<file path="src/hw/frameBusPkg.sv">
package frameBusPkg;

    // Visible screen
    localparam int screenWidth = 16;
    localparam int screenHeight = 16;
    localparam int coordBits = 4;

    // Raster including blanking
    localparam int lineLength = 20;
    localparam int frameLines = 18;
    localparam int columnBits = 5;
    localparam int lineBits = 5;

    // Sync placement
    localparam int hSyncStart = 17;
    localparam int hSyncLength = 2;
    localparam int vSyncLine = 17;

    // Colour and storage block sizes
    localparam int pixelWidth = 8;
    localparam int blockWidth = 128;
    localparam int frameDepth = screenWidth * screenHeight;

    // Loader FSM encoding
    localparam logic [1:0] loaderRequest = 2'd0;
    localparam logic [1:0] loaderWait = 2'd1;
    localparam logic [1:0] loaderUnpack = 2'd2;
    localparam logic [1:0] loaderDone = 2'd3;

    // Host bus address seen as one word or as a pixel location
    typedef union packed {
        logic [31:0] flat;
        struct packed {
            logic [7:0] y;
            logic [7:0] x;
            logic [15:0] offset;
        } pixel;
    } busAddress;

endpackage

</file>
<file path="src/hw/imageLoader.sv">
module imageLoader
    import frameBusPkg::*;
(
    input  logic                  Clock,
    input  logic                  reset,
    input  logic                  storeBusy,
    input  logic                  storeDone,
    input  logic [blockWidth-1:0] storeData,
    input  logic [31:0]           hostAddress,
    input  logic [pixelWidth-1:0] hostColor,
    input  logic                  hostWrite,
    output logic [31:0]           storeAddress,
    output logic                  storeRead,
    output logic [31:0]           writeAddress,
    output logic [pixelWidth-1:0] writeColor,
    output logic                  writeStrobe,
    output logic                  loadDone
);

    logic [1:0]            state;
    logic [coordBits-1:0]  blockIndex;
    logic [coordBits-1:0]  pixelIndex;
    logic [blockWidth-1:0] blockShift;
    busAddress             pixelAddress;

    // One block per screen row, so the block number is the row
    assign storeAddress = {{(32 - coordBits){1'b0}}, blockIndex};

    always_comb begin
        pixelAddress.flat = '0;
        pixelAddress.pixel.y = {{(8 - coordBits){1'b0}}, blockIndex};
        pixelAddress.pixel.x = {{(8 - coordBits){1'b0}}, pixelIndex};
    end

    // Control FSM
    always_ff @(posedge Clock) begin
        if (reset) begin
            state <= loaderRequest;
            blockIndex <= '0;
            pixelIndex <= '0;
            storeRead <= 1'b0;
            writeStrobe <= 1'b0;
            loadDone <= 1'b0;
        end else begin
            storeRead <= 1'b0;
            writeStrobe <= 1'b0;
            case (state)
                loaderRequest: begin
                    // Only ask while storage is idle
                    if (!storeBusy) begin
                        storeRead <= 1'b1;
                        state <= loaderWait;
                    end
                end
                loaderWait: begin
                    if (storeDone) begin
                        pixelIndex <= '0;
                        state <= loaderUnpack;
                    end
                end
                loaderUnpack: begin
                    writeStrobe <= 1'b1;
                    pixelIndex <= pixelIndex + 1'b1;
                    if (pixelIndex == coordBits'(screenWidth - 1)) begin
                        if (blockIndex == coordBits'(screenHeight - 1)) begin
                            loadDone <= 1'b1;
                            state <= loaderDone;
                        end else begin
                            blockIndex <= blockIndex + 1'b1;
                            state <= loaderRequest;
                        end
                    end
                end
                loaderDone: begin
                    // Host writes pass straight through one cycle late
                    writeStrobe <= hostWrite;
                end
                default: begin
                    state <= loaderRequest;
                end
            endcase
        end
    end

    // Block shifter and write payload
    always_ff @(posedge Clock) begin
        if (state == loaderWait && storeDone) begin
            blockShift <= storeData;
        end else if (state == loaderUnpack) begin
            blockShift <= blockShift >> pixelWidth;
        end

        if (state == loaderUnpack) begin
            writeAddress <= pixelAddress.flat;
            writeColor <= blockShift[pixelWidth-1:0];
        end else if (state == loaderDone && hostWrite) begin
            writeAddress <= hostAddress;
            writeColor <= hostColor;
        end
    end

    // Storage handshake rule across the port
    storeReadIdle: assert property (
        @(posedge Clock) disable iff (reset)
        storeRead |-> !storeBusy
    );

endmodule

</file>
<file path="src/hw/frameBuffer.sv">
module frameBuffer
    import frameBusPkg::*;
(
    input  logic                  Clock,
    input  logic                  reset,
    input  logic [31:0]           writeAddress,
    input  logic [pixelWidth-1:0] writeColor,
    input  logic                  writeStrobe,
    input  logic [coordBits-1:0]  readX,
    input  logic [coordBits-1:0]  readY,
    output logic [pixelWidth-1:0] readPixel
);

    logic [pixelWidth-1:0] pixels [0:frameDepth-1];
    busAddress             decoded;
    logic                  writeHit;
    logic [7:0]            writeIndex;

    // Powers up black until the loader fills it
    initial begin
        for (int i = 0; i < frameDepth; i++) begin
            pixels[i] = '0;
        end
    end

    assign decoded.flat = writeAddress;

    // Only the pixel window with zero offset is mapped here
    assign writeHit = writeStrobe
                      && decoded.pixel.offset == 16'd0
                      && decoded.pixel.x < screenWidth
                      && decoded.pixel.y < screenHeight;

    assign writeIndex = {decoded.pixel.y[coordBits-1:0], decoded.pixel.x[coordBits-1:0]};

    always_ff @(posedge Clock) begin
        if (writeHit) begin
            pixels[writeIndex] <= writeColor;
        end
    end

    // Synchronous row-major read
    always_ff @(posedge Clock) begin
        readPixel <= pixels[{readY, readX}];
    end

    // Loader must drive a clean strobe once out of reset
    writeStrobeKnown: assert property (
        @(posedge Clock) disable iff (reset)
        !$isunknown(writeStrobe)
    );

endmodule

</file>
<file path="src/hw/scanOut.sv">
module scanOut
    import frameBusPkg::*;
(
    input  logic                  Clock,
    input  logic                  reset,
    input  logic [pixelWidth-1:0] readPixel,
    output logic [coordBits-1:0]  readX,
    output logic [coordBits-1:0]  readY,
    output logic [pixelWidth-1:0] videoPixel,
    output logic                  videoActive,
    output logic                  hSync,
    output logic                  vSync
);

    logic [columnBits-1:0] column;
    logic [lineBits-1:0]   line;
    logic                  activeNow;
    logic                  hSyncNow;
    logic                  vSyncNow;
    logic                  activeStage;
    logic                  hSyncStage;
    logic                  vSyncStage;

    // Raster counters
    always_ff @(posedge Clock) begin
        if (reset) begin
            column <= '0;
            line <= '0;
        end else if (column == columnBits'(lineLength - 1)) begin
            column <= '0;
            if (line == lineBits'(frameLines - 1)) begin
                line <= '0;
            end else begin
                line <= line + 1'b1;
            end
        end else begin
            column <= column + 1'b1;
        end
    end

    // Read address follows the counters directly
    assign readX = column[coordBits-1:0];
    assign readY = line[coordBits-1:0];

    assign activeNow = column < screenWidth && line < screenHeight;
    assign hSyncNow = column >= hSyncStart && column < hSyncStart + hSyncLength;
    assign vSyncNow = line == lineBits'(vSyncLine);

    // First stage lines up with the buffer read latency
    always_ff @(posedge Clock) begin
        if (reset) begin
            activeStage <= 1'b0;
            hSyncStage <= 1'b0;
            vSyncStage <= 1'b0;
        end else begin
            activeStage <= activeNow;
            hSyncStage <= hSyncNow;
            vSyncStage <= vSyncNow;
        end
    end

    // Output registers
    always_ff @(posedge Clock) begin
        if (reset) begin
            videoActive <= 1'b0;
            hSync <= 1'b0;
            vSync <= 1'b0;
        end else begin
            videoActive <= activeStage;
            hSync <= hSyncStage;
            vSync <= vSyncStage;
        end
    end

    always_ff @(posedge Clock) begin
        videoPixel <= readPixel;
    end

    // Buffer contents must be defined wherever they are shown
    activePixelKnown: assert property (
        @(posedge Clock) disable iff (reset)
        videoActive |-> !$isunknown(videoPixel)
    );

endmodule

</file>
<file path="src/hw/videoTop.sv">
module videoTop
    import frameBusPkg::*;
(
    input  logic                  Clock,
    input  logic                  reset,

    // Block storage
    input  logic                  storeBusy,
    input  logic                  storeDone,
    input  logic [blockWidth-1:0] storeData,
    output logic [31:0]           storeAddress,
    output logic                  storeRead,

    // Host pixel writes
    input  logic [31:0]           hostAddress,
    input  logic [pixelWidth-1:0] hostColor,
    input  logic                  hostWrite,

    output logic                  loadDone,

    // Video stream
    output logic [pixelWidth-1:0] videoPixel,
    output logic                  videoActive,
    output logic                  hSync,
    output logic                  vSync
);

    logic [31:0]           writeAddress;
    logic [pixelWidth-1:0] writeColor;
    logic                  writeStrobe;
    logic [coordBits-1:0]  readX;
    logic [coordBits-1:0]  readY;
    logic [pixelWidth-1:0] readPixel;

    imageLoader loader0 (
        .Clock        (Clock),
        .reset        (reset),
        .storeBusy    (storeBusy),
        .storeDone    (storeDone),
        .storeData    (storeData),
        .hostAddress  (hostAddress),
        .hostColor    (hostColor),
        .hostWrite    (hostWrite),
        .storeAddress (storeAddress),
        .storeRead    (storeRead),
        .writeAddress (writeAddress),
        .writeColor   (writeColor),
        .writeStrobe  (writeStrobe),
        .loadDone     (loadDone)
    );

    frameBuffer buffer0 (
        .Clock        (Clock),
        .reset        (reset),
        .writeAddress (writeAddress),
        .writeColor   (writeColor),
        .writeStrobe  (writeStrobe),
        .readX        (readX),
        .readY        (readY),
        .readPixel    (readPixel)
    );

    scanOut scan0 (
        .Clock       (Clock),
        .reset       (reset),
        .readPixel   (readPixel),
        .readX       (readX),
        .readY       (readY),
        .videoPixel  (videoPixel),
        .videoActive (videoActive),
        .hSync       (hSync),
        .vSync       (vSync)
    );

endmodule

</file>
<file path="config.mk">
export PLATFORM = sky130hd
export DESIGN_NAME = videoTop
export DESIGN_NICKNAME = d
export VERILOG_FILES = /design/src/hw/frameBusPkg.sv /design/src/hw/imageLoader.sv /design/src/hw/frameBuffer.sv /design/src/hw/scanOut.sv /design/src/hw/videoTop.sv
export SDC_FILE = /design/constraint.sdc
export NUM_CORES = 2
export LEC_CHECK = 0
export BUFFER_PORTS_ARGS = -buffer_cell sky130_fd_sc_hd__clkbuf_2
export CORE_ASPECT_RATIO = 1.75
export CORE_UTILIZATION = 35
export CTS_CLUSTER_DIAMETER = 150
export CTS_CLUSTER_SIZE = 12
export DETAILED_ROUTE_END_ITERATION = 8
export PLACE_DENSITY_LB_ADDON = 0.08
export SLEW_MARGIN = 20
export SYNTH_ARGS = -nofsm -noshare
export SYNTH_HDL_FRONTEND = slang
export SYNTH_SLANG_ARGS = --single-unit
</file>
<file path="constraint.sdc">
create_clock -name Clock -period 15.2 [get_ports Clock]
set_input_delay 4.56 -clock Clock [delete_from_list [all_inputs] [get_ports Clock]]
set_output_delay 4.56 -clock Clock [all_outputs]
set_load 0.05 [all_outputs]
</file>
# Word level (Yosys, flattened, before mapping)
# Memory sizes are Yosys's and may differ from the RTL's. A register that Yosys moved wholly into a read port is not among the register bits.
# Index checks and enable logic that the tools add are counted.
[word_totals] input_bits=173 wordCells=79 ram_bits=2048 ff_bits=205 out_inout_bits=45 mem_count=1
[classes] addsub=4 n_bitwise=2 n_lt_le_gt_ge=6 eq_ne=10 n_reduce_logical=19 mux=18
[memory_table] name="buffer0.pixels" words=256 width=8 rd=1 rd_ports_with_merged_regs=1 wr=1 line="frameBuffer.sv:14" text="logic [pixelWidth-1:0] pixels [0:frameDepth-1];"
[op_table] op="2-to-1 mux 128 bit" count=2
[op_table] op="2-to-1 mux 28 bit" count=2
[op_table] op="logical NOT 16 bit" count=1
[op_table] op="less-than comparator 8 x 5 -> 1 bit (second input constant)" count=2
[op_table] op="2-to-1 mux 8 bit" count=2
[op_table] op="less-than comparator 5 bit (second input constant)" count=3
[op_table] op="adder 5 x 1 -> 5 bit (second input constant)" count=2
[op_table] op="== test 5 bit (second input constant)" count=2
[op_table] op="adder 4 x 1 -> 4 bit (second input constant)" count=2
[op_table] op="== test 4 bit (second input constant)" count=2
[op_table] op="2-to-1 mux 2 bit" count=4
[op_table] op="one-hot mux 4 bit (2 select lines)" count=1
[op_table] op="logical AND 1 bit" count=7
[op_table] op="one-hot mux 2 bit (3 select lines)" count=1
[op_table] op="AND reduction 3 bit" count=2
[op_table] op="nonzero test 2 bit" count=3
[op_table] op="greater-or-equal comparator 5 bit (second input constant)" count=1
[op_table] op="2-to-1 mux 5 bit" count=1
[op_table] op="== test 2 bit (second input constant)" count=2
[op_table] op="2-to-1 mux 4 bit" count=1
[op_table] op="!= test 2 bit (second input constant)" count=2
[op_table] op="AND reduction 4 bit" count=1
[op_table] op="OR reduction 2 bit" count=2
[op_table] op="2-to-1 mux 1 bit" count=3
[op_table] op="other kinds (7)" count=8

# Logic depth before layout (Yosys ltp)
[depth] ltp_word=6 mapped_depth=12 mapped_depth_nobuf=8

# Hierarchy
# From an unflattened synthesis, not the netlist that was laid out.
[hier_totals] hier_cells=4289 area_unflattened_um2=88442.3
[by_module_without_submodules] mod="frameBuffer" seq_area_each_um2=61659.1 n_inst=1 area_each_um2=79814.0 cells_each=3669
[by_module_without_submodules] mod="imageLoader" seq_area_each_um2=5064.9 n_inst=1 area_each_um2=7733.7 cells_each=538
[by_module_without_submodules] mod="scanOut" seq_area_each_um2=480.5 n_inst=1 area_each_um2=894.6 cells_each=82

# Least setup slack after synthesis
# No wires, ideal clock.
[synth_path] path_type="input to register" startpoint="in storeDone" endpoint="reg loader0.blockShift[0], enable pin" path_stages=4 arrival_ps=7449 setup_slack_ps=6638 t_required_ps=14087 n_path_buf=2 setup_time_ps=1113 path_cell_list="nand2_1 > clkbuf_1 > clkbuf_1 > nand2_1"
[synth_via] elab_chain_len=2
[synth_lines] item="start, declared" line="videoTop.sv:9" text="input logic storeDone,"
[synth_lines] item="logical AND 1 bit" line="imageLoader.sv:87" text="if (state == loaderWait && storeDone) begin"
[synth_lines] item="nonzero test 2 bit (no source line)"
[synth_lines] item="end signal, assigned" line="imageLoader.sv:88" text="blockShift <= storeData;"
[synth_lines] item="end signal, assigned" line="imageLoader.sv:90" text="blockShift <= blockShift >> pixelWidth;"
[synth_lines] item="end, declared" line="imageLoader.sv:23" text="logic [blockWidth-1:0] blockShift;"
# Every way passes these cells.
# A chain may end at the register's enable or synchronous reset.

# Final worst setup path
[layout_path] startpoint="in storeDone" endpoint="reg loader0.blockShift[11], enable pin"
# The elaborated chain is that of the path after synthesis.

==> results summary <==
The antenna violation net count after detailed routing is 0. The via count of the first global-routing pass was 46300. The final routed wirelength across all metal layers came out at 259000 um. The mean routed wirelength per cell is around 32 um. Across all setup checks in the final design, the least slack found is 8650 ps. The delay of the slowest cell on the worst path came out at 920 ps. The worst path uses a little over two fifths of the clock period. The sum of negative setup slack is 0 ps.

The number of antenna violations at the first check in global routing came out at 18. The vertical die dimension came out at 667 um. The standard cell core area is 251000 sq um. The maximum clock path buffer count came out at 4. The area added between synthesis and finish is 11.7%. The remaining design rule violation count is 0. The post-CTS setup buffer count is 0. Yosys mapped the design onto 59 distinct sky130hd cell types. Entering global routing, the biggest net connects 185 pins. The mean number of vias per cell came out at 5.39. Leaving out fill and tap cells, the most frequent cells in the layout are 2192 x edfxtp_1, 393 x mux4_2, 305 x nor2_1. The count of buffers inserted at the top-level ports came out at 189. The total power density per cell area is between 100 and 150 nW/um^2. The signal on the critical path passes through clkbuf_2 > nand2_4 > nand2_4 > buf_4. The clock drives 2261 sinks. The area share of the largest cell type after synthesis is 74.5%.

The average cell area after synthesis came out at 19.7 sq um. The horizontal die dimension came out at ~380 um. The layout has approximately 23000 filler cells. The slew at the pin closest to its max-slew limit is 1200 ps. The register clock-pin slew on the reported worst setup and hold paths is around 70 ps. The fraction of the yosys area taken by sequential cells is roughly three quarters. The count of hold-fix buffers inserted at cts came out at 0.

Setup repair after global routing left no endpoint under its margin. The all-layer global routing usage came out at 20.2%. Before CTS, the worst setup slack after placement is 7680 ps. The total power of the final layout is 12800 uW. The share of layout cells above drive strength 1 came out at 23.2%.

Data on the critical path is required at its endpoint by about 16000 ps. The run finished with clean final reports. TritonCTS built the clock tree. The floorplan has approximately 240 rows. Leaving out fill and tap cells, the most frequent cell in the layout is edfxtp_1. The number of synthesized flops with an enable pin is around 2200. The first detailed-routing pass ran for 7 iterations. The cell sitting at the root of the clock tree is a clkbuf_16. Measured against its own limit, the worst slew margin works out to 19.6%.

The data arrival time at the worst-slack endpoint is 7030 ps. The half-perimeter wire length after detailed placement is 159000 um. The slowest library cell on the worst path is nand2_4.

The worst setup path is of the in2reg kind. The clock latency on the worst-skew pair is 890 ps. The final critical-path required period came out at 6550 ps.

The number of setup violations in the final report came out at 0. The Yosys step of the flow raised 0 warnings. In the synthesized netlist the dominant register cell turns out to be edfxtp_1. The worst-case IR drop observed on VDD is 98.5 uV. The cell area after synthesis came out at around 88000 sq um. At the end of routability-driven placement, the weighted congestion stood at about 0.78. The number of hold violations in the final report came out at 0. On the final layout, the worst hold slack is 329 ps.

In this run the worst path has a maximum fanout of 72. The total via count after detailed routing came out at 43700. The largest area contributor in the synthesized netlist is edfxtp_1. The count of pins over their slew limit came out at 0. The die covers 254000 sq um. The maximum clock frequency is 0.153 GHz.

The clock buffer count from CTS is 214. The worst setup path is launched from an input port. For the final database, setup skew stands at between 50 and 60 ps. The min-delay analysis places its worst path in the category reg2reg. The total congestion overflow came out at 0. For this configuration, the core starts out at a cell density of 35.3%. The global-route wire length before repair came out at 363000 um. The proportion of synthesized flip-flops having asynchronous set or reset came out at 0%. The first routing iteration left ~3400 violations.

By instance count, the cell type seen most on the critical path is nand2_4. Summed over all cells, the static leakage comes to 0.0303 uW. Once the clock tree was built, the resizer swapped 0 gates to a different size. The synthesized instance count is 4474.

The post-synthesis register bit count came out at 2261. During I/O placement, the number of pins put on the boundary was 218. The sort of element at the end of the critical path is a flop. The net count of the finished layout is 4904. Sorting the synthesized cells by area gives the leading types as edfxtp_1 75%, mux4_2 10%, mux2i_1 2.9%, mux2_2 1.8%, dfxtp_1 1.6%. The number of max-cap violations came out at 0. The count of H-tree levels built during CTS is 4.
-- registers in the layout, summed over array words and instances, names as in the netlist --
name and count:
buffer0.pixels 2048, buffer0.readPixel 8, loader0.blockIndex 4, loader0.blockShift 128
loader0.loadDone 1, loader0.pixelIndex 4, loader0.state 2, loader0.storeRead 1
loader0.writeAddress 32, loader0.writeColor 8, loader0.writeStrobe 1, scan0.activeStage 1
scan0.column 5, scan0.hSync 1, scan0.hSyncStage 1, scan0.line 5
scan0.vSync 1, scan0.vSyncStage 1, scan0.videoActive 1, scan0.videoPixel 8
-- worst paths after layout --
check / start / endpoint / slack, ps / cells after the start
max: storeDone / loader0.blockShift[11]$_DFFE_PP_ / 8650 / 4
min: buffer0.readPixel[5]$_DFF_P_ / scan0.videoPixel[5]$_DFF_P_ / 330 / 0
min reg2reg: buffer0.readPixel[5]$_DFF_P_ / scan0.videoPixel[5]$_DFF_P_ / 330 / 0
max reg2reg: scan0.column[0]$_SDFF_PP0_ / buffer0.readPixel[4]$_DFF_P_ / 9630 / 8
-- layer usage --
metal | vias to the layer above | global-route usage (%) | wire length (um)
met4 | 0 | 7.01 | 9450
met1 | 23400 | 23.5 | 97500
met5 | - | 0 | 0
li1 | 18700 | - | -
met2 | 1162 | 37.6 | 140000
met3 | 374 | 2.78 | 11900
-- layout make-up --
cell class | count | area, sq um | area share (%)
Multi-Input combinational cell | 1932 | 19600 | 19.9
Clock inverter | 2 | 17.5 | 0.0178
Tap cell | 3307 | 4140 | 4.19
Timing Repair Buffer | 301 | 1970 | 2.00
Inverter | 10 | 42.5 | 0.0431
Sequential cell | 2261 | 67200 | 68.1
Antenna cell | 4 | 10.0 | 0.0101
Clock buffer | 280 | 5670 | 5.74
-- worst max-delay path: cells and delay by family --
family | cells | cell delay (ps)
and+or+nand+nor | 2 | 1380
buffers and inverters | 2 | 900
-- cell families (layout without fill, tap and decap cells) --
logic type	after synthesis	in the layout	synth area share (%)
buffers and inverters	308	593	2.04
AO/OA/AOI/OAI	468	468	3.79
AND/OR/NAND/NOR	624	624	3.05
flip-flops	2261	2261	76.1
XOR/XNOR	6	6	0.0595
adder cells (fa/ha/maj)	11	11	0.156
other	1	32	0.00425
multiplexers	795	795	14.8
-- where the power goes --
part	internal [uW]	total [uW]	switching, uW
registers	6930	6980	47.1
clock network	2560	4830	2270
logic	357	948	591
-- cells in the mapped netlist, types with 4 or more instances --
master        n
edfxtp_1   2192
mux4_2      393
nor2_1      306
mux2i_1     256
nand2_1     150
mux2_2      144
clkbuf_1    137
a21oi_1     113
o221ai_1    107
o22ai_1      77
dfxtp_1      69
buf_4        58
nor3_1       56
buf_2        46
o21ai_0      36
buf_6        33
a22o_1       28
a22oi_1      23
nand3_1      23
nor4_1       21
a221oi_1     17
buf_1        16
nor2b_1      16
and3_1       15
a211oi_1     13
a221oi_2     11
ha_1         11
inv_1         9
a2111oi_0     8
a31oi_1       8
nand2b_1      8
buf_12        6
o311ai_0      5
or2_2         5
or3_1         5
a32o_1        4
and2_1        4
nand4_1       4
-- through the flow --
stage	utilization [%]	cell area [sq um]	std cells
finish	39.4	98600	8097
global route	39.4	98600	8094
CTS	39.4	98600	8092
detailed placement	37.1	92900	7810
global placement	37.1	92900	7809
floorplan	-	88400	4501
No activity file was read; power rests on OpenSTA's default activity.
